[config.mk]
export PLATFORM = sky130hd
export DESIGN_NAME = fp_host_decode
export DESIGN_NICKNAME = d
export VERILOG_FILES = /design/src/fp_pkg.sv /design/src/fp_host_decode.sv
export SDC_FILE = /design/constraint.sdc
export NUM_CORES = 1
export LEC_CHECK = 0
export ABC_AREA = 1
export BUFFER_PORTS_ARGS = -buffer_cell sky130_fd_sc_hd__buf_2
export CAP_MARGIN = 0
export CORE_ASPECT_RATIO = 0.9
export CORE_MARGIN = 2
export CORE_UTILIZATION = 45
export DETAILED_ROUTE_END_ITERATION = 16
export PLACE_DENSITY_LB_ADDON = 0.15
export SLEW_MARGIN = 20
export SYNTH_ARGS = -nofsm -noshare
export SYNTH_HDL_FRONTEND = slang
export SYNTH_SLANG_ARGS = --single-unit
[constraint.sdc]
create_clock -name sys_clk_in -period 1.5 [get_ports sys_clk_in]
set_input_delay 0.3 -clock sys_clk_in [delete_from_list [all_inputs] [get_ports sys_clk_in]]
set_output_delay 0.3 -clock sys_clk_in [all_outputs]
set_load 0.01 [all_outputs]
[src/fp_pkg.sv]
`default_nettype none

package fp_pkg;

    // --------------------
    // Widths
    // --------------------

    // One endpoint word on the host bus
    localparam int EP_W       = 16;
    // Endpoint address field
    localparam int EP_ADDR_W  = 8;
    // Controller output sample and its channel number
    localparam int LOG_DATA_W = 18;
    localparam int LOG_CHAN_W = 5;
    // Config data, built from four wire-in slices
    localparam int CFG_DATA_W = 48;
    // Bits taken from each data wire-in, data3 most significant
    localparam int CFG_SLICE_W = CFG_DATA_W / 4;
    // Fill count field of the status word (bits 10 to 0)
    localparam int STAT_CNT_W = 11;

    // Config address that selects the pipe channel
    localparam logic [EP_W-1:0] PIPE_CHAN_ADDR = 16'h0100;

    // --------------------
    // Endpoint map
    // --------------------

    // Wire-ins below 0x20, wire-outs 0x20..0x3F, triggers from 0x40, pipes from 0xA0
    typedef enum logic [EP_ADDR_W-1:0] {
        EP_WR_ADDR  = 8'h01,
        EP_WR_CHAN  = 8'h02,
        EP_DATA0    = 8'h03,
        EP_DATA1    = 8'h04,
        EP_DATA2    = 8'h05,
        EP_DATA3    = 8'h06,
        // Log channel k sits at base plus k
        EP_LOG_BASE = 8'h20,
        EP_STATUS   = 8'h3F,
        EP_TRIG     = 8'h40,
        EP_PIPE     = 8'hA0
    } ep_addr_e;

    // Bit positions inside the trigger word
    typedef enum logic [3:0] {
        TRIG_LOG_CLEAR  = 4'd0,
        TRIG_ADC_CSTART = 4'd1,
        TRIG_WR_EN      = 4'd2,
        TRIG_DAC_RSET   = 4'd3
    } trig_bit_e;

    // --------------------
    // Shared structs
    // --------------------

    // One host bus cycle, wr or rd held for a single clock
    typedef struct packed {
        logic                 wr;
        logic                 rd;
        logic [EP_ADDR_W-1:0] addr;
        logic [EP_W-1:0]      wdata;
    } host_cmd_t;

    // Config write toward the controller
    typedef struct packed {
        logic                  en;
        logic [EP_W-1:0]       addr;
        logic [LOG_CHAN_W-1:0] chan;
        logic [CFG_DATA_W-1:0] data;
    } cfg_write_t;

    // Sample strobe from the controller, no back-pressure
    typedef struct packed {
        logic                  dv;
        logic [LOG_CHAN_W-1:0] chan;
        logic [LOG_DATA_W-1:0] data;
    } log_sample_t;

endpackage

`default_nettype wire

[src/fp_host_decode.sv]
`timescale 1ns/1ps
`default_nettype none

module fp_host_decode import fp_pkg::*; (
    input  wire                   sys_clk_in,
    input  wire                   sys_rst_out,
    input  wire host_cmd_t        host_cmd,
    output cfg_write_t            cfg_out,
    output logic                  adc_cstart,
    output logic                  dac_rset,
    output logic                  log_clear,
    output logic [LOG_CHAN_W-1:0] pipe_chan
);

    // Staged config word
    logic [EP_W-1:0]                  wr_addr;
    logic [LOG_CHAN_W-1:0]            wr_chan;
    logic [3:0][CFG_SLICE_W-1:0]      wr_data;

    // Registered write enable pulse
    logic                             wr_en;

    // Host write aimed at the trigger endpoint
    logic                             trig_hit;

    // --------------------
    // Wire-ins
    // --------------------

    // Each wire-in updates on the edge that ends the write cycle
    always_ff @(posedge sys_clk_in) begin
        if (sys_rst_out) begin
            wr_addr <= '0;
            wr_chan <= '0;
            wr_data <= '0;
        end else if (host_cmd.wr) begin
            case (host_cmd.addr)
                EP_WR_ADDR: wr_addr <= host_cmd.wdata;
                // Only the channel bits are kept
                EP_WR_CHAN: wr_chan <= host_cmd.wdata[LOG_CHAN_W-1:0];
                // Low slice of each data word
                EP_DATA0:   wr_data[0] <= host_cmd.wdata[CFG_SLICE_W-1:0];
                EP_DATA1:   wr_data[1] <= host_cmd.wdata[CFG_SLICE_W-1:0];
                EP_DATA2:   wr_data[2] <= host_cmd.wdata[CFG_SLICE_W-1:0];
                EP_DATA3:   wr_data[3] <= host_cmd.wdata[CFG_SLICE_W-1:0];
                default: begin
                end
            endcase
        end
    end

    // --------------------
    // Triggers
    // --------------------

    assign trig_hit = host_cmd.wr && (host_cmd.addr == EP_TRIG);

    // One-cycle pulses in the cycle after the trigger write
    always_ff @(posedge sys_clk_in) begin
        if (sys_rst_out) begin
            log_clear  <= 1'b0;
            adc_cstart <= 1'b0;
            wr_en      <= 1'b0;
            dac_rset   <= 1'b0;
        end else begin
            log_clear  <= trig_hit && host_cmd.wdata[TRIG_LOG_CLEAR];
            adc_cstart <= trig_hit && host_cmd.wdata[TRIG_ADC_CSTART];
            wr_en      <= trig_hit && host_cmd.wdata[TRIG_WR_EN];
            dac_rset   <= trig_hit && host_cmd.wdata[TRIG_DAC_RSET];
        end
    end

    // --------------------
    // Config write out
    // --------------------

    // Fields show the wire-ins while en is high
    assign cfg_out.en   = wr_en;
    assign cfg_out.addr = wr_addr;
    assign cfg_out.chan = wr_chan;
    // Slice 3 lands in the top bits
    assign cfg_out.data = wr_data;

    // --------------------
    // Pipe channel select
    // --------------------

    // Taken one edge after the wr_en pulse
    always_ff @(posedge sys_clk_in) begin
        if (sys_rst_out) begin
            pipe_chan <= '0;
        end else if (wr_en && (wr_addr == PIPE_CHAN_ADDR)) begin
            pipe_chan <= wr_chan;
        end
    end

endmodule

`default_nettype wire

==> results.ini <==
[place]
place_inst = 625
gp_congestion = 0.8189
hpwl_um = 5932
portBuffers = 104
postPlaceCellArea_um2 = 3953
dp_slack_ns = 0.09798

[clock_network]
clockBufferDepth = 2
cts_tree = built
cts_buffers = 9
ctsHoldBuffers = 0
worstSkewPairLatency_ns = 0.35
cts-resized-gates = 0
root_buffer = clkbuf_8
cts_sinks = 78
htreeDepth = 3
path_clk_slew_ns = 0.08
cts_setup_buffers = 0

[worst_hold_path]
hold_path.class = input pin to flop

[logic_synthesis]
synth_area_um2 = 3302
synth-seq-cells = 78
avgSynthCellArea_um2 = 7.403
yosys_warnings = 0
ys_seq_area_frac = 0.4729
post_synth_mux_area_share = 0
synth_cell_types = 21
synth_nets = 474
synth_compound_area_frac = 0.1053
synthXorXnorAreaFrac = 0
synth_cells = 446
synth_top_family_by_area = simple AND/OR/NAND/NOR gates
synth_simple_gate_area_frac = 0.3426
synth_adder_area_share = 0

[layout]
instances_no_fill = 641
utilization = 0.5922
fin_area_um2 = 4190
drive_above_1_share = 0.2956
final_common_cell = buf_2
layout_common_cells = buf_2 (104), nor2_1 (80), nand2_1 (78), dfxtp_1 (78), nand3_1 (67)
final_nets = 571
area_growth_pct = 26.90
antenna_cells = 0

[grt]
grt_use_met1 = 0.3139
grt_util_met3 = 0.07016
grt_start_max_net_pins = 59
grt_overflow = 0
grt_pass1_vias = 2965
track_usage = 0.2267
busiest_layer = met2
grt_first_pass_wirelength_um = 14150
grt_antenna_before_repair = 0
grt_use_met2 = 0.3442

[floorplanning]
coreArea_um2 = 7076
io_pins = 106
start_util = 0.4667
rows = 29
die_w_um = 94.30
die_area_um2 = 8040
floorplan.die.height_um = 85.27

[critical_path]
critPathMaxFanout = 10
worst_ep_required_time_ns = 1.75
worstPathArrival_ns = 1.48
crit_type = flop to flop
end_kind = flop
start_kind = flop

[sta]
period_needed_ns = 1.231
setup_viol = 0
tns_ns = 0
finalHoldViolCount = 0
drv_slew = 0
tightest_slew_ns = 0.3857
setup_ws_ns = 0.2687
max_clock_freq_mhz = 812.1
skew_ns = 0.008411
holdWs_ns = 0.2055
relSlewSlack = 0.7426
rsz0062_at_grt = no
post-route-period-util = 0.8209

[drt]
wl_per_cell_um = 13.83
drc_errors = 0
ant_nets = 0
vias = 3228
drt_iter0_drc = 249
vias_per_cell = 5.036
wirelength_um = 8868
dr.pass1.iters = 4

[power]
ir_drop_mv = 0.5696
intPower_mw = 3.260
switching_share = 0.2298
switchingPower_mw = 0.9726
power_density_nw_per_um2 = 1010
finalPower_mw = 4.233
comb_power_share = 0.065
clkPwrFrac = 0.445
seq_power_share = 0.490
p_leak_nw = 1.916

[job]
maxCapViolations = 0

[outcome]
status = finished, final reports clean

[Yosys cell counts, drive strengths merged]
master | count | area share
nor2 | 86 | 0.11
nand4 | 1 | 0.0019
buf | 29 | 0.049
a21oi | 62 | 0.11
inv | 24 | 0.027
nor3 | 6 | 0.011
nand3b | 1 | 0.0023
nand3 | 77 | 0.13
nand2 | 79 | 0.091
clkbuf | 3 | 0.0034
dfxtp | 78 | 0.47
[worst paths after layout]
check,startpoint,end,slack (ns),cells after the start
hold / removal,host_cmd[15],wr_addr[15]$_SDFFE_PP0P_,0.21,3
hold reg to reg,wr_addr[10]$_SDFFE_PP0P_,wr_addr[10]$_SDFFE_PP0P_,0.48,2
setup reg to reg,wr_addr[4]$_SDFFE_PP0P_,pipe_chan[2]$_SDFFE_PP0P_,0.27,6
setup / recovery,wr_addr[4]$_SDFFE_PP0P_,pipe_chan[2]$_SDFFE_PP0P_,0.27,6
[critical path: stages, from the launching register on]
cell     delay (ns)
dfxtp_1        0.34
nor2_1         0.11
nand3_1        0.13
nor2_2         0.32
nand3_1        0.12
nand2_1        0.08
nor2_1         0.04
[power groups by stage]
stage / clock, mW / combinational, mW / sequential (mW)
2_1_floorplan: 0 / 0.151 / 2.12
3_3_place_gp: 0 / 0.270 / 2.12
3_5_place_dp: 0 / 0.274 / 2.12
4_1_cts: 1.92 / 0.274 / 2.07
5_1_grt: 2.01 / 0.303 / 2.07
6_report: 1.88 / 0.275 / 2.07
[cells by family (layout without fill, tap and decap cells)]
logic type             count (synthesis)  in the layout
AND/OR/NAND/NOR                      250            250
flip-flops                            78             78
AO/OA/AOI/OAI                         62             62
buffers and inverters                 56            158
[routing by layer]
layer	up-vias	wire, um	part of all wire
li1	1638	-	-
met1	1470	4248	0.48
met2	108	3916	0.44
met3	12	573	0.065
met4	0	129	0.015
met5	-	0	0
[sequential cells by signal, indices dropped and copies added, names as in the netlist]
name / flops
wr_addr: 16
dac_rset: 1
cfg_out: 48
adc_cstart: 1
wr_chan: 5
wr_en: 1
log_clear: 1
pipe_chan: 5
[cell type report]
cell class              count  area, um^2
repair buffers            118       700.7
inverters                  24       90.09
clock buffers              10       127.6
well taps                  93       116.4
flip-flops and latches     78        1562
clock inverters             6       110.1
fillers                   712        2885
multi-input cells         312        1484
Power figures use the tool's default switching activity.
