<file path="config.mk">
export PLATFORM = sky130hd
export DESIGN_NAME = fp_log_capture
export DESIGN_NICKNAME = d
export VERILOG_FILES = /design/src/fp_pkg.sv /design/src/fp_log_capture.sv
export SDC_FILE = /design/constraint.sdc
export NUM_CORES = 1
export LEC_CHECK = 0
export BUFFER_PORTS_ARGS = -buffer_cell sky130_fd_sc_hd__buf_4
export CAP_MARGIN = 25
export CORE_MARGIN = 10
export CORE_UTILIZATION = 53
export DETAILED_ROUTE_END_ITERATION = 10
export PLACE_DENSITY = 0.95
export SLEW_MARGIN = 0
export SYNTH_ARGS = -nofsm -noshare
export SYNTH_HDL_FRONTEND = slang
export SYNTH_SLANG_ARGS = --single-unit
</file>
<file path="constraint.sdc">
create_clock -name sys_clk_in -period 2.9 [get_ports sys_clk_in]
set_input_delay 0.145 -clock sys_clk_in [delete_from_list [all_inputs] [get_ports sys_clk_in]]
set_output_delay 0.145 -clock sys_clk_in [all_outputs]
set_load 0.005 [all_outputs]
</file>
<file path="src/fp_pkg.sv">
`default_nettype none

package fp_pkg;

    // --------------------
    // Widths
    // --------------------

    // One endpoint word on the host bus
    localparam int EP_W       = 16;
    // Endpoint address field
    localparam int EP_ADDR_W  = 8;
    // Controller output sample and its channel number
    localparam int LOG_DATA_W = 18;
    localparam int LOG_CHAN_W = 5;
    // Config data, built from four wire-in slices
    localparam int CFG_DATA_W = 48;
    // Bits taken from each data wire-in, data3 most significant
    localparam int CFG_SLICE_W = CFG_DATA_W / 4;
    // Fill count field of the status word (bits 10 to 0)
    localparam int STAT_CNT_W = 11;

    // Config address that selects the pipe channel
    localparam logic [EP_W-1:0] PIPE_CHAN_ADDR = 16'h0100;

    // --------------------
    // Endpoint map
    // --------------------

    // Wire-ins below 0x20, wire-outs 0x20..0x3F, triggers from 0x40, pipes from 0xA0
    typedef enum logic [EP_ADDR_W-1:0] {
        EP_WR_ADDR  = 8'h01,
        EP_WR_CHAN  = 8'h02,
        EP_DATA0    = 8'h03,
        EP_DATA1    = 8'h04,
        EP_DATA2    = 8'h05,
        EP_DATA3    = 8'h06,
        // Log channel k sits at base plus k
        EP_LOG_BASE = 8'h20,
        EP_STATUS   = 8'h3F,
        EP_TRIG     = 8'h40,
        EP_PIPE     = 8'hA0
    } ep_addr_e;

    // Bit positions inside the trigger word
    typedef enum logic [3:0] {
        TRIG_LOG_CLEAR  = 4'd0,
        TRIG_ADC_CSTART = 4'd1,
        TRIG_WR_EN      = 4'd2,
        TRIG_DAC_RSET   = 4'd3
    } trig_bit_e;

    // --------------------
    // Shared structs
    // --------------------

    // One host bus cycle, wr or rd held for a single clock
    typedef struct packed {
        logic                 wr;
        logic                 rd;
        logic [EP_ADDR_W-1:0] addr;
        logic [EP_W-1:0]      wdata;
    } host_cmd_t;

    // Config write toward the controller
    typedef struct packed {
        logic                  en;
        logic [EP_W-1:0]       addr;
        logic [LOG_CHAN_W-1:0] chan;
        logic [CFG_DATA_W-1:0] data;
    } cfg_write_t;

    // Sample strobe from the controller, no back-pressure
    typedef struct packed {
        logic                  dv;
        logic [LOG_CHAN_W-1:0] chan;
        logic [LOG_DATA_W-1:0] data;
    } log_sample_t;

endpackage

`default_nettype wire

</file>
<file path="src/fp_log_capture.sv">
`timescale 1ns/1ps
`default_nettype none

module fp_log_capture import fp_pkg::*; #(
    parameter int N_LOG = 8
) (
    input  wire                         sys_clk_in,
    input  wire                         sys_rst_out,
    input  wire log_sample_t            log_in,
    input  wire [LOG_CHAN_W-1:0]        pipe_chan,
    input  wire                         log_clear,
    output logic [N_LOG-1:0][EP_W-1:0]  log_words,
    output logic                        pipe_push,
    output logic [EP_W-1:0]             pipe_word
);

    // Newest full-width sample per channel
    logic [N_LOG-1:0][LOG_DATA_W-1:0] log_mem;

    // One-hot channel match of the incoming sample
    logic [N_LOG-1:0]                 chan_hit;
    // Sample lands in a channel that exists
    logic                             chan_valid;

    // --------------------
    // Channel match
    // --------------------

    // Channels of N_LOG or above match nothing
    always_comb begin
        chan_hit = '0;
        for (int k = 0; k < N_LOG; k++) begin
            chan_hit[k] = log_in.dv && (log_in.chan == LOG_CHAN_W'(k));
        end
    end

    assign chan_valid = |chan_hit;

    // --------------------
    // Log registers
    // --------------------

    always_ff @(posedge sys_clk_in) begin
        if (sys_rst_out || log_clear) begin
            log_mem <= '0;
        end else begin
            for (int k = 0; k < N_LOG; k++) begin
                if (chan_hit[k]) begin
                    log_mem[k] <= log_in.data;
                end
            end
        end
    end

    // Host sees the upper 16 bits only
    always_comb begin
        for (int k = 0; k < N_LOG; k++) begin
            log_words[k] = log_mem[k][LOG_DATA_W-1 -: EP_W];
        end
    end

    // --------------------
    // Pipe feed
    // --------------------

    // Push registered on the same edge as the log update
    always_ff @(posedge sys_clk_in) begin
        if (sys_rst_out || log_clear) begin
            pipe_push <= 1'b0;
        end else begin
            pipe_push <= chan_valid && (log_in.chan == pipe_chan);
        end
    end

    // Payload follows every valid sample, push qualifies it
    always_ff @(posedge sys_clk_in) begin
        if (log_in.dv) begin
            pipe_word <= log_in.data[LOG_DATA_W-1 -: EP_W];
        end
    end

endmodule

`default_nettype wire

</file>
==> reports/results.txt, run 1 <==
DRT antenna net count: 0
Share of cells above drive strength 1: 32.3%
Leakage: 0.00375 uW
Setup TNS: 0 ns
Max-cap violations: 0
Post-layout min period: 2.58 ns
GP Congestion: 0.768
Final setup viols: 0
Crit path top cell by count: dlygate4sd3_1
CTS tree: done
RSZ-0062 raised after global routing: false
Worst Clk Skew: 0 ns
Fmax achieved: 0.388 GHz
Post-synthesis xor/xnor area fraction: 0.504%
Area grow syn2layout: 40.5%
Critical Path, Cell by Cell: dlygate4sd3_1 > buf_4 > nor2_1 > dlygate4sd3_1 > nand3_1 > dlygate4sd3_1 > nor4_1 > dlygate4sd3_1
Net count after synthesis: 496
CP Max Fanout: 1
Core area: 9680 sq um
Worst Path Class, Setup: primary input to register
Critical path arrival: 3.04 ns
Clock Path Buffers: 2
Die W: 119 um
Syn Area/Cell: 11.2 sq um
CTS Buf Count: 17
Critical-path top delay cell: dlygate4sd3_1
Global-route wire length before repair: 23.5 mm
Initial antenna violation count: 0
Slew Viols, Final: 0
Wire per inst: 18.9 um
First-pass DRT Iterations: 5
Worst-path clk slew: 0.06 ns
Detail Placement HPWL: 10.7 mm
Starting DRT DRC Count: 258
Drt via density: 5.10
Die area: 14200 sq um
Filler Cells Inserted: 616
Peak VDD IR: 0.361 mV
Ant diodes: 0
Clock Sink Count: 145
CP endpoint kind: register
DR vias: 4073
Headroom to the max-slew limit: 56.1%
Fin. Hold Viols: 0
Compound-cell area share of the yosys netlist: 0%
Synth Area in Simple Gates: 12.9%
CTS H-tree lvls: 4
Adder-cell share of the synthesized area: 0%
Pwr Density: 590 nW/um^2
Mux cell area share after synthesis: 24.6%
Final net count: 685
Final wirelength: 15.1 mm
Total track usage: 20.8%
Gate count of the mapped netlist: 464
Vias in the first global route: 4271
IO Port Bufs: 174
CP Launch Type: primary input
Yosys warns: 0
Synth unique cells: 21
Placed Area: 6560 sq um
Largest net degree at the start of global routing: 146
Critical path data required time: 3.36 ns
GRT Residual Overflow: 0
Post-route DRC: 0
Part of the cycle the worst path needs: 88.9%
CTS root buf: clkbuf_8
Initial Util: 53.8%
Final Instance Area: 7320 sq um
FF+latch count, synth: 145
CP peak stage delay: 0.59 ns
Status: finished clean
Clk_lat worst skew: 0.50 ns
Sequential share of the synthesized area: 58.8%
Worst hold path class: primary input to register
Row cnt: 36
Worst-margin pin slew: 0.658 ns
Largest family of logic cells by synthesized area: multiplexers
Die Span Y: 119 um
Synthesized area: 5210 sq um
Ports: 177
Post-CTS Setup Repair Bufs: 0
==> timing repair <==
item | 4_1_cts | 5_1_grt
gates resized for setup | 0 | 0
endpoints found under the hold margin | 17 | 0
hold buffers | 20 | 0
==> path summary, 6_finish.rpt <==
path | from | end | slack, ns | cells past startpoint
worst min-delay path | log_in[23] | pipe_word[11] | 0.03 | 1
worst min register to register | log_words[33] | log_words[33] | 0.46 | 2
worst max register to register | log_words[21] | log_words[21] | 2.16 | 2
worst max-delay path | pipe_chan[4] | pipe_push | 0.32 | 8
==> cells in the mapped netlist <==
master    count  area share [%]
nand2_1     144              10
dfxtp_1     129              50
mux2i_1     128              25
edfxtp_1     16             9.2
buf_2        10            0.96
clkbuf_1      8            0.58
buf_4         5            0.72
nand2_2       4            0.48
buf_6         3            0.65
nor2_1        3            0.22
xor2_1        3            0.50
nand3_2       2            0.38
and3b_1       1            0.17
and4bb_2      1            0.24
buf_8         1            0.29
nand3_1       1           0.096
nand3b_1      1            0.14
nor2b_1       1            0.12
nor3b_1       1            0.14
nor4_1        1            0.12
nor4b_4       1            0.46
==> report_power, final <==
part	switching (uW)	internal [uW]
Clock	796	1260
Combinational	109	88.9
Sequential	8.20	2050
Total	913	3410
==> flip-flops by register name, summed over array words and instances (netlist names) <==
register	cells
pipe_push	1
pipe_word	16
log_words	128
==> final cells by class <==
class	instances	area, sq um	area share, %
Clock buffer	22	453	6.18
Clock inverter	10	110	1.50
Multi-Input combinational cell	292	1990	27.2
Sequential cell	145	3060	41.8
Tap cell	133	166	2.27
Timing Repair Buffer	197	1540	21.0
==> worst max-delay path, delay by kind of cell <==
kind          cells  cell delay (ns)
buf+inv           5             2.43
simple gates      3             0.46
==> metal layers <==
layer	global-route usage, %	vias to the layer above	routed length [um]
met5	0	-	0
met4	6.87	0	231
met3	7.56	18	1180
met2	35.2	152	7500
met1	23.7	1968	6160
li1	-	1935	-
==> through the flow <==
stage	power, uW	instances	util, %	hold slack [ns]	setup slack [ns]
floorplan	2180	464	-	0.244	1.66
global placement	2270	747	67.7	0.333	1.26
detailed placement	2280	747	67.7	0.333	1.17
CTS	4340	799	75.6	0.00583	0.452
global route	4450	799	75.6	0.00671	0.290
finish	4320	799	75.6	0.0271	0.321
==> layout by cell type, fill, tap and decap left out <==
cell type      count
and3b_1            1
and4bb_2           1
buf_12             1
buf_4            176
bufinv_16          2
clkbuf_1           3
clkbuf_16         16
clkbuf_8           3
clkinv_2           4
clkinv_4           1
clkinvlp_4         2
dfxtp_1          129
dlygate4sd3_1     20
edfxtp_1          16
inv_4              1
mux2i_1          128
nand2_1          144
nand2_2            4
nand3_1            1
nand3_2            2
nand3b_1           1
nor2_1             2
nor2_4             1
nor2b_1            1
nor3b_1            1
nor4_1             1
nor4b_4            1
xor2_1             3
==> kinds of logic (layout without fill, tap and decap cells) <==
| group | Yosys count | in the layout |
|---|---|---|
| XOR/XNOR | 3 | 3 |
| buffers and inverters | 27 | 229 |
| flip-flops | 145 | 145 |
| multiplexers | 128 | 128 |
| AND/OR/NAND/NOR | 161 | 161 |
Power figures use the tool's default switching activity.
==> inputs of run 2 (changes only) <==
Settings changed: CORE_UTILIZATION 53 to 50, PLACE_DENSITY 0.95 to 0.91, REMOVE_ABC_BUFFERS set to 1.
Clock period 2.9 ns to 2.65 ns, I/O delays scaled along.
==> run 2 against run 1 <==
  * First-iteration DRC count grew 8.1%
  * Sequential share of layout area shrank 0.26 points
  * Non-clock buffer count grew 4
  * Critical endpoint unchanged
  * Highest routed layer unchanged
==> reports/results.txt, run 2 (synthesized netlist as in run 1, its figures left out) <==
Worst-margin pin slew: 0.722 ns (+0.0641 ns)
Starting DRT DRC Count: 279 (+8.1%)
RSZ-0062 raised after global routing: false
Final setup viols: 0 (unchanged)
Worst Clk Skew: 0 ns (unchanged)
Critical path data required time: 3.11 ns (-0.25 ns)
DRT antenna net count: 0 (unchanged)
DR vias: 4028 (-1.1%)
Fmax achieved: 0.403 GHz
Status: finished clean
CTS tree: done
Final Util: 72.0% (-3.6 points)
Area grow syn2layout: 41.4%
Grt met3 use: 8.00% (+0.44 points)
Initial Util: 50.9% (-2.9 points)
Final wirelength: 15.6 mm (+3.3%)
Max-cap violations: 0 (unchanged)
Most used routing layer: met2
Final worst setup slack: 0.169 ns (-0.152 ns)
Peak VDD IR: 0.399 mV (+11%)
Clock Sink Count: 145 (unchanged)
Worst-path clk slew: 0.06 ns (about the same)
DP Worst Slack: 0.955 ns (-0.212 ns)
Leakage: 0.00378 uW (+0.60%)
First-pass DRT Iterations: 4 (-1)
Post-layout min period: 2.48 ns
Die Span Y: 122 um (+2.5%)
Die area: 14900 sq um (+5.0%)
Detail Placement HPWL: 10.5 mm (-1.3%)
Final net count: 689 (+0.58%)
CTS root buf: clkbuf_8
Leading cell type in the layout, fill and taps excluded: buf_4
IO Port Bufs: 174 (unchanged)
Initial antenna violation count: 0 (unchanged)
GR Util met2: 34.1% (-1.1 points)
Ports: 177 (unchanged)
Slew Viols, Final: 0 (unchanged)
Max FFs per register: 128 (unchanged)
Share of cells above drive strength 1: 32.8% (+0.55 points)
Headroom to the max-slew limit: 51.8% (-4.3 points)
Global-route wire length before repair: 23.6 mm (+0.12%)
Drt via density: 5.00 (-2.0%)
Die W: 122 um (+2.5%)
GR Util met1: 23.3% (-0.41 points)
Commonest cells after routing, fill and taps aside: buf_4 (179), nand2_1 (144), dfxtp_1 (129)
Part of the cycle the worst path needs: 93.6%
CP endpoint kind: register
CTS Buf Count: 17 (unchanged)
GP Congestion: 0.793 (+3.3%)
Core area: 10200 sq um (+5.6%)
Post-route DRC: 0 (unchanged)
Clock Path Buffers: 2 (unchanged)
Pwr Density: 640 nW/um^2 (+8.4%)
Clk_lat worst skew: 0.52 ns (+0.02 ns)
Largest net degree at the start of global routing: 146 (unchanged)
Fin. Hold Viols: 0 (unchanged)
CP Max Fanout: 16 (+15)
CTS H-tree lvls: 4 (unchanged)
Total design power: 4710 uW (+9.1%)
Wire per inst: 19.3 um (+2.4%)
Ant diodes: 0 (unchanged)
Total track usage: 20.5% (-0.28 points)
Row cnt: 37 (+2.8%)
Critical path arrival: 2.94 ns (-0.10 ns)
Worst Path Class, Setup: primary input to register
GRT Residual Overflow: 0 (unchanged)
CP Launch Type: primary input
Vias in the first global route: 4335 (+1.5%)
Worst hold path class: primary input to register
-- run 2: per-stage QoR --
step	hold slack [ns]	TNS, ns	cell area, sq um	instances
global placement	0.320	0	6590	753
floorplan	0.231	-393.63	5040	437
CTS	0.155	0	7360	806
finish	0.169	0	7370	806
detailed placement	0.321	0	6590	753
global route	0.178	0	7370	806
-- run 2: final timing paths --
path | startpoint | to | slack (ns) | depth (start not counted)
hold reg to reg | log_words[35] | log_words[35] | 0.46 | 2
setup reg to reg | log_words[68] | log_words[68] | 1.96 | 2
setup / recovery | log_in[23] | pipe_push | 0.17 | 8
hold / removal | sys_rst_out | log_words[5] | 0.17 | 5
-- run 2: area by class of cell --
cell class / count / area (sq um)
Clock buffer: 23 / 488
Clock inverter: 9 / 78.8
Fill cell: 687 / 2860
Multi-Input combinational cell: 292 / 2000
Sequential cell: 145 / 3060
Tap cell: 136 / 170
Timing Repair Buffer: 201 / 1570
-- run 2: worst max-delay path, stage by stage --
cell and delay, ns:
dlygate4sd3_1 0.53, buf_4 0.15, buf_4 0.34, nor3b_1 0.29
nand3_1 0.12, dlygate4sd3_1 0.62, nor4_2 0.18, dlygate4sd3_1 0.58
-- run 2: what timing repair did --
action	4_1_cts	5_1_grt
endpoints found under the hold margin	18	0
hold buffers	21	0
gates resized for setup	0	1
setup endpoints to repair	0	1
setup buffers	0	0
-- run 2: layer usage --
layer	up-vias	share of wire, %	wire length, um
met5	-	0	0
met4	0	0.87	136
met3	14	8.8	1380
met2	151	50	7750
met1	1925	40	6300
li1	1938	-	-
-- run 2: power by group --
part	internal (uW)	switching (uW)	total [uW]	leakage, uW
sequential	2250	9.52	2260	0.00120
combinational	99.7	120	219	0.00230
clock	1370	870	2240	0.000279
total	3710	999	4710	0.00378
