## config.mk

```make
export PLATFORM = sky130hd
export DESIGN_NAME = fp_readout
export DESIGN_NICKNAME = d
export VERILOG_FILES = /design/src/fp_pkg.sv /design/src/fp_readout.sv
export SDC_FILE = /design/constraint.sdc
export NUM_CORES = 1
export LEC_CHECK = 0
export ABC_CLOCK_PERIOD_IN_PS = 4550
export BUFFER_PORTS_ARGS = -buffer_cell sky130_fd_sc_hd__buf_2
export CAP_MARGIN = 15
export CORE_ASPECT_RATIO = 0.5
export CORE_UTILIZATION = 30
export DETAILED_ROUTE_END_ITERATION = 16
export GPL_TIMING_DRIVEN = 0
export HOLD_SLACK_MARGIN = 0.05
export PLACE_DENSITY = 0.67
export SETUP_SLACK_MARGIN = 0.15
export SLEW_MARGIN = 10
export SYNTH_ARGS = -nofsm -noshare
export SYNTH_HDL_FRONTEND = slang
export SYNTH_SLANG_ARGS = --single-unit
```

## constraint.sdc

```tcl
create_clock -name sys_clk_in -period 4.55 [get_ports sys_clk_in]
set_clock_uncertainty 0.05 [all_clocks]
set_input_delay 0.455 -clock sys_clk_in [delete_from_list [all_inputs] [get_ports sys_clk_in]]
set_output_delay 0.455 -clock sys_clk_in [all_outputs]
set_load 0.05 [all_outputs]
```

## src/fp_pkg.sv

```systemverilog
`default_nettype none

package fp_pkg;

    // --------------------
    // Widths
    // --------------------

    // One endpoint word on the host bus
    localparam int EP_W       = 16;
    // Endpoint address field
    localparam int EP_ADDR_W  = 8;
    // Controller output sample and its channel number
    localparam int LOG_DATA_W = 18;
    localparam int LOG_CHAN_W = 5;
    // Config data, built from four wire-in slices
    localparam int CFG_DATA_W = 48;
    // Bits taken from each data wire-in, data3 most significant
    localparam int CFG_SLICE_W = CFG_DATA_W / 4;
    // Fill count field of the status word (bits 10 to 0)
    localparam int STAT_CNT_W = 11;

    // Config address that selects the pipe channel
    localparam logic [EP_W-1:0] PIPE_CHAN_ADDR = 16'h0100;

    // --------------------
    // Endpoint map
    // --------------------

    // Wire-ins below 0x20, wire-outs 0x20..0x3F, triggers from 0x40, pipes from 0xA0
    typedef enum logic [EP_ADDR_W-1:0] {
        EP_WR_ADDR  = 8'h01,
        EP_WR_CHAN  = 8'h02,
        EP_DATA0    = 8'h03,
        EP_DATA1    = 8'h04,
        EP_DATA2    = 8'h05,
        EP_DATA3    = 8'h06,
        // Log channel k sits at base plus k
        EP_LOG_BASE = 8'h20,
        EP_STATUS   = 8'h3F,
        EP_TRIG     = 8'h40,
        EP_PIPE     = 8'hA0
    } ep_addr_e;

    // Bit positions inside the trigger word
    typedef enum logic [3:0] {
        TRIG_LOG_CLEAR  = 4'd0,
        TRIG_ADC_CSTART = 4'd1,
        TRIG_WR_EN      = 4'd2,
        TRIG_DAC_RSET   = 4'd3
    } trig_bit_e;

    // --------------------
    // Shared structs
    // --------------------

    // One host bus cycle, wr or rd held for a single clock
    typedef struct packed {
        logic                 wr;
        logic                 rd;
        logic [EP_ADDR_W-1:0] addr;
        logic [EP_W-1:0]      wdata;
    } host_cmd_t;

    // Config write toward the controller
    typedef struct packed {
        logic                  en;
        logic [EP_W-1:0]       addr;
        logic [LOG_CHAN_W-1:0] chan;
        logic [CFG_DATA_W-1:0] data;
    } cfg_write_t;

    // Sample strobe from the controller, no back-pressure
    typedef struct packed {
        logic                  dv;
        logic [LOG_CHAN_W-1:0] chan;
        logic [LOG_DATA_W-1:0] data;
    } log_sample_t;

endpackage

`default_nettype wire

```

## src/fp_readout.sv

```systemverilog
`timescale 1ns/1ps
`default_nettype none

module fp_readout import fp_pkg::*; #(
    parameter int N_LOG = 8
) (
    input  wire                          sys_clk_in,
    input  wire                          sys_rst_out,
    input  wire host_cmd_t               host_cmd,
    input  wire [N_LOG-1:0][EP_W-1:0]    log_words,
    input  wire [EP_W-1:0]               pipe_data,
    input  wire [STAT_CNT_W-1:0]         fill_count,
    input  wire                          overflow,
    output logic                         pipe_pop,
    output logic [EP_W-1:0]              host_rdata,
    output logic                         host_rvalid
);

    // Class of the endpoint being read
    typedef enum logic [1:0] {
        SEL_NONE,
        SEL_LOG,
        SEL_STATUS,
        SEL_PIPE
    } rd_sel_e;

    rd_sel_e         rd_sel;
    logic [EP_W-1:0] log_word;
    logic [EP_W-1:0] status_word;
    logic [EP_W-1:0] rd_word;
    logic            pipe_ready;

    // --------------------
    // Address decode
    // --------------------

    // Log range runs from the base up to just below status
    always_comb begin
        if (host_cmd.addr == EP_STATUS) begin
            rd_sel = SEL_STATUS;
        end else if (host_cmd.addr == EP_PIPE) begin
            rd_sel = SEL_PIPE;
        end else if (host_cmd.addr >= EP_LOG_BASE && host_cmd.addr < EP_STATUS) begin
            rd_sel = SEL_LOG;
        end else begin
            rd_sel = SEL_NONE;
        end
    end

    // Channels past N_LOG fall through as zero
    always_comb begin
        log_word = '0;
        for (int k = 0; k < N_LOG; k++) begin
            if (host_cmd.addr == EP_LOG_BASE + EP_ADDR_W'(k)) begin
                log_word = log_words[k];
            end
        end
    end

    // Overflow on top, fill count in the low bits
    always_comb begin
        status_word                   = '0;
        status_word[EP_W-1]           = overflow;
        status_word[STAT_CNT_W-1:0]   = fill_count;
    end

    assign pipe_ready = (fill_count != '0);

    // Pop only when there is a word to give
    assign pipe_pop = host_cmd.rd && (rd_sel == SEL_PIPE) && pipe_ready;

    // --------------------
    // Read mux
    // --------------------

    always_comb begin
        case (rd_sel)
            SEL_LOG:    rd_word = log_word;
            SEL_STATUS: rd_word = status_word;
            // Empty pipe reads back zero
            SEL_PIPE:   rd_word = pipe_ready ? pipe_data : '0;
            default:    rd_word = '0;
        endcase
    end

    // Data and valid one cycle after rd
    always_ff @(posedge sys_clk_in) begin
        if (sys_rst_out) begin
            host_rvalid <= 1'b0;
        end else begin
            host_rvalid <= host_cmd.rd;
        end
    end

    always_ff @(posedge sys_clk_in) begin
        if (host_cmd.rd) begin
            host_rdata <= rd_word;
        end
    end

endmodule

`default_nettype wire

```

==> out/metrics.csv, run 1 <==
stage,metric,value,unit
sta,setup_viol,0,
sta,fin_crit,2.580,ns
power_and_ir_drop,p_leak,1.618,nW
clock_tree,cts_hold_buf,0,
finish,drive_gt1_share,45.12,%
logic_synthesis,mappedNetlistArea,2221,µm²
sta,rsz0062_at_grt,false,
critical_path,worstPathArrival,2.08,ns
sta,tns,0,ns
critical_path,crit_required,4.05,ns
clock_tree,cts_sinks,17,
global_routing,grt_pass1_vias,2794,
logic_synthesis,yosysWarnings,0,
clock_tree,root_buffer,clkbuf_16,
finish,fillers,724,
floorplanning,fp.dieW,123.7,µm
finish,layout_commonest_cell,buf_2,
global_routing,antenna_found_initial,0,
logic_synthesis,synth-seq-cells,17,
floorplanning,initial_utilization,32.14,%
flow_run,cap_violations,0,
routing,drt_iter0_markers,341,
clock_tree,cts.repair.resized,0,
sta,slew_headroom,59.22,%
finish,final_cell_mix,"buf_2, nor2_1, o21ai_0, inv_1, nand2_1",
critical_path,worst-path-buf-inv,3,
clock_tree,clk_pin_slew,0.05,ns
clock_tree,cts_buffer_depth,2,
clock_tree,post-cts-setup-buffers,0,
clock_tree,cts_tree,done,
critical_path,cp_max_fo,10,
critical_path,critical_path_class,primary input to output port,
critical_path,cp-start-kind,primary input,
logic_synthesis,synth_area_leaders,"edfxtp_1, nor2_1, o21ai_0",
logic_synthesis,syn_inst,304,
floorplanning,die_h,62.84,µm
power_and_ir_drop,max-vdd-ir-drop,0.1147,mV
global_routing,grt_overflow,0,
clock_tree,htree_levels,1,
logic_synthesis,syn_nets,488,
clock_tree,cts_buffers,3,
logic_synthesis,synth_area_leader_cell,edfxtp_1,
logic_synthesis,yosysSeqAreaShare,22.54,%
global_routing,track_usage,25.51,%
critical_path,crit_family,simple AND/OR/NAND/NOR gates,
place,port_buffers,184,
sta,tightest_slew,0.6061,ns
critical_path,cp_slowest_stage_delay,0.36,ns
global_routing,grt_max_degree,19,
worst_hold_path,hp-class,primary input to flip-flop,
floorplanning,io_pins,202,
sta,holdWs,0.3081,ns
finish,syn_to_final_growth,50.25,%
sta,period_share,56.71,%
logic_synthesis,ys_types,39,
critical_path,slowest_stage,nor4b_2,
critical_path,critPathMostFrequentCell,buf_2,
routing,drt-total-wl,10.07,mm
routing,dr.pass1.iters,5,
sta,hold_violations,0,
routing,remaining_drc_errors,0,
logic_synthesis,yosysTopAreaCellShare,21.63,%
floorplanning,die-area,7772,µm²
place,gp_congestion,0.9167,
status,status,"complete, no violations",
place,dp_hpwl,8.373,mm
power_and_ir_drop,power_density,175.3,nW/µm²
sta,fmax,387.6,MHz
floorplanning,core_area,6910,µm²
global_routing,grt_pass1_wl,15.04,mm
finish,n_antenna_cell,0,
sta,slew_violations,0,
routing,ant_nets,0,
routing,vias,3114,
logic_synthesis,synth_area_per_cell,7.306,µm²
routing,routed_via_density,5.332,
critical_path,crit_chain,buf_2 -> nor4b_2 -> nand4b_1 -> a31oi_4 -> buf_6 -> and2_2 -> buf_2,
critical_path,cp-end-kind,output port,
finish,final_net_count,677,
routing,wire_per_inst,17.25,µm
floorplanning,row_count,21,
==> power breakdown <==
part	switching, mW	internal [mW]
logic	0.130	0.0979
clock network	0.0585	0.118
registers	0.00171	0.180
==> cell families after synthesis <==
group | Yosys count | share of synthesized area (%)
AOI/OAI and AO/OA | 111 | 33.07
muxes | 24 | 11.27
buffers and inverters | 49 | 11.83
and+or+nand+nor | 103 | 21.30
DFF | 17 | 22.54
==> flip-flops by register name, summed over array words and instances, names as in the netlist <==
signal / count
host_rvalid: 1
host_rdata: 16
==> cell usage after synthesis (all sizes together) <==
library cell / instances
nor4: 2
nand2b: 1
buf: 20
dfxtp: 1
o22ai: 4
a21oi: 14
nor3: 13
o221ai: 11
inv: 23
o32ai: 1
a211oi: 1
nand2: 19
nand4: 3
and2: 4
a31oi: 12
nor2b: 4
clkbuf: 6
o32a: 1
nand4b: 1
mux2i: 16
o21ai: 43
nor4b: 1
edfxtp: 16
and4: 1
a22oi: 6
o211ai: 4
a222oi: 11
nor2: 54
mux2: 8
o22a: 3
==> metal layers <==
metal / routed length, µm / part of all wire (%) / GRT usage [%] / up-vias
li1: - / - / - / 1522
met1: 4545 / 45 / 38.98 / 1415
met2: 4500 / 45 / 38.47 / 167
met3: 901 / 8.9 / 1.551 / 10
met4: 126 / 1.3 / 5.572 / 0
met5: 0 / 0 / 0 / -
==> path summary, 6_finish.rpt <==
| kind | startpoint | endpoint | slack (ns) | depth (start not counted) |
|---|---|---|---|---|
| setup / recovery | host_cmd[20] | pipe_pop | 1.97 | 7 |
| hold / removal | sys_rst_out | host_rvalid | 0.31 | 2 |
==> per-stage QoR <==
stage | std cells | setup slack (ns) | instance area (µm²) | utilization [%] | power, mW
detailed placement | 580 | 1.971 | 3257 | 47.13 | 0.4093
floorplan | 304 | 2.396 | 2221 | - | 0.2998
global route | 584 | 1.850 | 3337 | 48.29 | 0.6141
CTS | 584 | 1.961 | 3337 | 48.29 | 0.5854
global placement | 580 | 1.971 | 3257 | 47.13 | 0.4084
finish | 584 | 1.970 | 3337 | 48.29 | 0.5851
==> area by class of cell <==
cell class	count	area [µm²]	share of cell area (%)
clock buffers	3	75.07	2.250
plain buffers	26	176.4	5.287
multi-input cells	238	1458	43.68
flip-flops and latches	17	500.5	15.00
clock inverters	1	5.005	0.1500
repair buffers	184	920.9	27.60
well taps	92	115.1	3.450
inverters	23	86.33	2.587
(Power assumes the default switching activity.)
==> run 2: changes to the inputs <==
--- a/config.mk
+++ b/config.mk
@@ -5,7 +5,7 @@
 export SDC_FILE = /design/constraint.sdc
 export NUM_CORES = 1
 export LEC_CHECK = 0
-export ABC_CLOCK_PERIOD_IN_PS = 4550
+export ABC_CLOCK_PERIOD_IN_PS = 2100
 export BUFFER_PORTS_ARGS = -buffer_cell sky130_fd_sc_hd__buf_2
 export CAP_MARGIN = 15
 export CORE_ASPECT_RATIO = 0.5
@@ -13,7 +13,7 @@
 export DETAILED_ROUTE_END_ITERATION = 16
 export GPL_TIMING_DRIVEN = 0
 export HOLD_SLACK_MARGIN = 0.05
-export PLACE_DENSITY = 0.67
+export PLACE_DENSITY = 0.7
 export SETUP_SLACK_MARGIN = 0.15
 export SLEW_MARGIN = 10
 export SYNTH_ARGS = -nofsm -noshare
==> constraint.sdc (replaced) <==
create_clock -name sys_clk_in -period 2.1 [get_ports sys_clk_in]
set_clock_uncertainty 0.05 [all_clocks]
set_input_delay 0.21 -clock sys_clk_in [delete_from_list [all_inputs] [get_ports sys_clk_in]]
set_output_delay 0.21 -clock sys_clk_in [all_outputs]
set_load 0.05 [all_outputs]
==> run 2 against run 1 <==
Compared with the run above: routed wire length grew 1.6%; critical path type unchanged; via count grew 3.6%; non-clock buffer count grew 3; sequential share of layout area shrank 0.23 points; worst hold slack lost 0.23 ns.
==> out/metrics.csv, run 2 (synthesis gave the netlist of run 1 again) <==
stage,metric,value,unit
status,status,"complete, no violations",
finish,final_cell_mix,"buf_2, nor2_1, o21ai_0, inv_1, nand2_1",
sta,slew_headroom,67.44,%
critical_path,cp-end-kind,output port,
routing,drt_iter0_markers,404,
finish,final_net_count,680,
finish,layout_commonest_cell,buf_2,
clock_tree,root_buffer,clkbuf_16,
routing,remaining_drc_errors,0,
finish,n_antenna_cell,0,
sta,tightest_slew,0.4840,ns
power_and_ir_drop,p_total,1.264,mW
critical_path,cp-start-kind,primary input,
routing,vias,3226,
place,gp_congestion,0.9614,
critical_path,crit_chain,buf_2 -> nor4b_4 -> nand4b_1 -> a31oi_4 -> buf_6 -> and2_2 -> buf_6,
global_routing,grt_pass1_vias,2922,
routing,wire_per_inst,17.44,µm
sta,rsz0062_at_grt,false,
clock_tree,cts_buffer_depth,2,
routing,dr.pass1.iters,6,
sta,setup_viol,0,
power_and_ir_drop,max-vdd-ir-drop,0.2423,mV
clock_tree,clk_pin_slew,0.05,ns
routing,routed_via_density,5.496,
sta,slew_violations,0,
finish,layout.cells.non_filler,587,
floorplanning,row_count,21,
clock_tree,htree_levels,1,
floorplanning,io_pins,202,
finish,top_regs,"host_rdata: 16 flops, host_rvalid: 1 flops",
floorplanning,die-area,7772,µm²
critical_path,crit_required,1.84,ns
clock_tree,cts_tree,done,
critical_path,cp_max_fo,5,
finish,syn_to_final_growth,52.56,%
global_routing,grt_max_degree,19,
clock_tree,cts_buffers,3,
place,port_buffers,184,
finish,max_flop_register,host_rdata,
critical_path,worstPathArrival,1.64,ns
critical_path,critPathMostFrequentCell,buf_6,
flow_run,cap_violations,0,
sta,fin_crit,1.899,ns
sta,hold_violations,0,
global_routing,grt_pass1_wl,15.06,mm
finish,final_util,49.03,%
critical_path,slowest_stage,nor4b_4,
routing,ant_nets,0,
critical_path,cp_slowest_stage_delay,0.31,ns
global_routing,track_usage,25.46,%
global_routing,grt_overflow,0,
global_routing,antenna_found_initial,0,
sta,tns,0,ns
power_and_ir_drop,p_leak,1.651,nW
sta,period_share,90.41,%
power_and_ir_drop,power_density,373.1,nW/µm²
finish,largest_reg_flops,16,
place,dp_hpwl,8.175,mm
place,dp.cells,580,
floorplanning,core_area,6910,µm²
sta,fmax,526.7,MHz
worst_hold_path,hp-class,primary input to flip-flop,
routing,drt-total-wl,10.24,mm
floorplanning,die_h,62.84,µm
floorplanning,fp.dieW,123.7,µm
sta,holdWs,0.07334,ns
clock_tree,cts_sinks,17,
floorplanning,initial_utilization,32.14,%
critical_path,critical_path_class,primary input to output port,
finish,drive_gt1_share,46.26,%
==> run 2: cell types whose count changed in the layout (fill, tap and decap cells not counted), sizes merged <==
| cell | previous run | this run |
|---|---|---|
| clkbuf | 9 | 10 |
| buf | 204 | 206 |
==> run 2: power by group <==
group	switching, mW	internal (mW)	leakage, nW
Clock	0.115	0.254	0.0409
Sequential	0.00411	0.390	0.160
Combinational	0.287	0.215	1.45
Total	0.406	0.858	1.65
==> run 2: repair_timing <==
action                                  in CTS  in global routing
resized for setup                            3                  7
hold buffers                                 0                  0
endpoints found under the setup margin       1                  7
pin swaps                                    1                  1
gates cloned                                 0                  0
setup buffers                                1                  2
==> run 2: critical path: cells and delay by family <==
kind                   cells  cell delay (ns)
buffers and inverters      3             0.43
AOI/OAI and AO/OA          1             0.25
and+or+nand+nor            3             0.74
==> run 2: cell type report <==
| type | count | area, µm² |
|---|---|---|
| Fill cell | 757 | 3522 |
| Inverter | 23 | 86.33 |
| Clock buffer | 3 | 75.07 |
| Clock inverter | 1 | 5.005 |
| Sequential cell | 17 | 500.5 |
| Tap cell | 92 | 115.1 |
| Buffer | 26 | 180.2 |
| Multi-Input combinational cell | 238 | 1476 |
| Timing Repair Buffer | 187 | 949.7 |
==> run 2: metrics by stage <==
step,cell area (µm²),setup WS [ns]
4_1_cts,3361,0.1750
5_1_grt,3388,0.1640
3_5_place_dp,3257,-0.08187
3_3_place_gp,3257,-0.1130
6_report,3388,0.2014
2_1_floorplan,2221,0.4363
==> run 2: worst paths after layout <==
path | start | to | depth (start not counted)
max | host_cmd[18] | pipe_pop | 7
min | sys_rst_out | host_rvalid | 2
==> run 2: per-layer routing <==
metal  routed length (µm)  vias to the layer above  track usage, %
met3                 1177                       12           6.296
met2                 4610                      215           39.10
met5                    0                        -               0
met4                  136                        0           6.476
li1                     -                     1526               -
met1                 4315                     1473           35.15
==> run 3: changes to the inputs <==
--- a/config.mk
+++ b/config.mk
@@ -6,14 +6,13 @@
 export NUM_CORES = 1
 export LEC_CHECK = 0
 export ABC_CLOCK_PERIOD_IN_PS = 2100
-export BUFFER_PORTS_ARGS = -buffer_cell sky130_fd_sc_hd__buf_2
 export CAP_MARGIN = 15
 export CORE_ASPECT_RATIO = 0.5
 export CORE_UTILIZATION = 30
 export DETAILED_ROUTE_END_ITERATION = 16
+export DONT_BUFFER_PORTS = 1
 export GPL_TIMING_DRIVEN = 0
 export HOLD_SLACK_MARGIN = 0.05
-export PLACE_DENSITY = 0.7
 export SETUP_SLACK_MARGIN = 0.15
 export SLEW_MARGIN = 10
 export SYNTH_ARGS = -nofsm -noshare
==> run 3 against run 2 <==
Compared with the run above: cell count fell by 31%; critical path depth fell by 2; power is 13% lower; maximum frequency is 1.2% higher; global-route usage is 1.2 points lower; combinational power decreased by 49%; final area shrank 28%; core utilization shrank 14 points; clock-buffer cell count is the same; first-iteration DRC count down 30%; critical path type is now primary input to flip-flop; largest power group is now sequential cells; highest routed layer unchanged.
==> out/metrics.csv, run 3 (synthesis gave the netlist of run 1 again) <==
stage,metric,value,unit
critical_path,worst-path-stages,5,
finish,final_net_count,496,
routing,routed_via_density,6.360,
sta,slew_violations,0,
finish,max_flop_register,host_rdata,
finish,n_antenna_cell,0,
status,status,"complete, no violations",
place,gp_congestion,0.9492,
critical_path,cp_max_fo,10,
place,dp.cells,396,
floorplanning,core_area,6910,µm²
finish,layout.cells.non_filler,403,
critical_path,crit_chain,buf_2 -> clkbuf_1 -> o21ai_0 -> a222oi_1 -> o21ai_1,
sta,holdWs,0.06191,ns
critical_path,cp_slowest_stage_delay,0.49,ns
place,placed_area,2336,µm²
finish,fin_area,2449,µm²
finish,largest_reg_flops,16,
floorplanning,io_pins,202,
routing,ant_nets,0,
worst_hold_path,hold-path-cell-count,1,
global_routing,grt_pass1_vias,2369,
power_and_ir_drop,max-vdd-ir-drop,0.2263,mV
place,dp_hpwl,8.329,mm
flow_run,cap_violations,0,
routing,dr.pass1.iters,5,
clock_tree,htree_levels,1,
finish,syn_to_final_growth,10.25,%
routing,remaining_drc_errors,0,
worst_hold_path,hold_start,host_cmd[24],
finish,top_regs,"host_rdata: 16 flops, host_rvalid: 1 flops",
floorplanning,die-area,7772,µm²
routing,wire_per_inst,24.39,µm
sta,setup_viol,0,
clock_tree,root_buffer,clkbuf_16,
floorplanning,initial_utilization,32.14,%
sta,hold_violations,0,
floorplanning,die_h,62.84,µm
global_routing,grt_overflow,0,
critical_path,slowest_stage,a222oi_1,
sta,period_share,89.34,%
global_routing,antenna_found_initial,0,
finish,ff_latch_area,500.5,µm²
sta,slew_headroom,52.95,%
power_and_ir_drop,power_density,447.4,nW/µm²
critical_path,critical_path_class,primary input to flip-flop,
worst_hold_path,hp-class,primary input to flip-flop,
critical_path,crit_family,compound AO/OA/AOI/OAI gates,
finish,layout_commonest_cell,nor2_1,
sta,fmax,533.0,MHz
clock_tree,cts_buffer_depth,2,
finish,multi_input_area,1463,µm²
sta,rsz0062_at_grt,false,
finish,final_cell_mix,"nor2_1, o21ai_0, inv_1, nand2_1",
global_routing,grt_pass1_wl,13.84,mm
finish,fillers,759,
clock_tree,cts_buffers,3,
sta,fin_crit,1.876,ns
critical_path,worst-path-buf-inv,2,
worst_hold_path,min_to,host_rvalid,
floorplanning,row_count,21,
critical_path,worstPathArrival,1.77,ns
clock_tree,cts_sinks,17,
floorplanning,fp.dieW,123.7,µm
finish,final_util,35.43,%
clock_tree,clk_pin_slew,0.05,ns
global_routing,track_usage,24.27,%
critical_path,cp-start-kind,primary input,
place,port_buffers,0,
routing,vias,2563,
critical_path,crit_required,2.00,ns
power_and_ir_drop,p_leak,0.9064,nW
critical_path,cp-end-kind,flip-flop,
global_routing,grt_max_degree,17,
routing,drt_iter0_markers,283,
sta,tightest_slew,0.7034,ns
routing,drt-total-wl,9.831,mm
finish,drive_gt1_share,12.54,%
clock_tree,cts_tree,done,
[run 3: repair_timing]
item	CTS	global route
gates resized for setup	0	1
hold buffers	2	0
endpoints found under the hold margin	17	0
buffers inserted	1	0
pin swaps	0	0
setup endpoints to repair	1	1
[run 3: power by group]
group          internal (mW)  switching [mW]
Sequential             0.392          0.0754
Clock                  0.254           0.119
Combinational         0.0971           0.158
Total                  0.743           0.352
[run 3: layout make-up]
| class | count | area share (%) |
|---|---|---|
| buffer | 26 | 7.205 |
| clock buffer | 3 | 3.066 |
| clock inverter | 1 | 0.2044 |
| inverter | 23 | 3.526 |
| multi-input combinational | 238 | 59.73 |
| sequential | 17 | 20.44 |
| tap | 92 | 4.701 |
| timing repair buffer | 3 | 1.124 |
[run 3: through the flow]
step / total power, mW / TNS, ns / setup WS [ns]
4_1_cts: 1.097 / 0 / 0.2512
6_report: 1.095 / 0 / 0.2239
5_1_grt: 1.150 / 0 / 0.2007
3_3_place_gp: 0.7120 / -0.09820 / -0.08021
3_5_place_dp: 0.7142 / 0 / 0.04295
2_1_floorplan: 0.6496 / 0 / 0.4363
[run 3: how the worst max path moves through the flow]
| stage | to | startpoint | slack (ns) |
|---|---|---|---|
| after floorplan | pipe_pop | host_cmd[20] | 0.44 |
| after global placement | host_rdata[0] | fill_count[4] | -0.08 |
| after detailed placement | host_rdata[0] | fill_count[4] | 0.04 |
| after CTS | pipe_pop | host_cmd[17] | 0.25 |
| after global routing | host_rdata[8] | host_cmd[16] | 0.20 |
| final | host_rdata[0] | host_cmd[16] | 0.22 |
[run 3: layer usage]
metal	GRT usage (%)	wire length [µm]	share of wire, %	vias to the layer above
li1	-	-	-	1155
met1	35.79	4348	44	1206
met2	36.46	4303	44	189
met3	4.836	1082	11	13
met4	3.614	97	0.99	0
met5	0	0	0	-
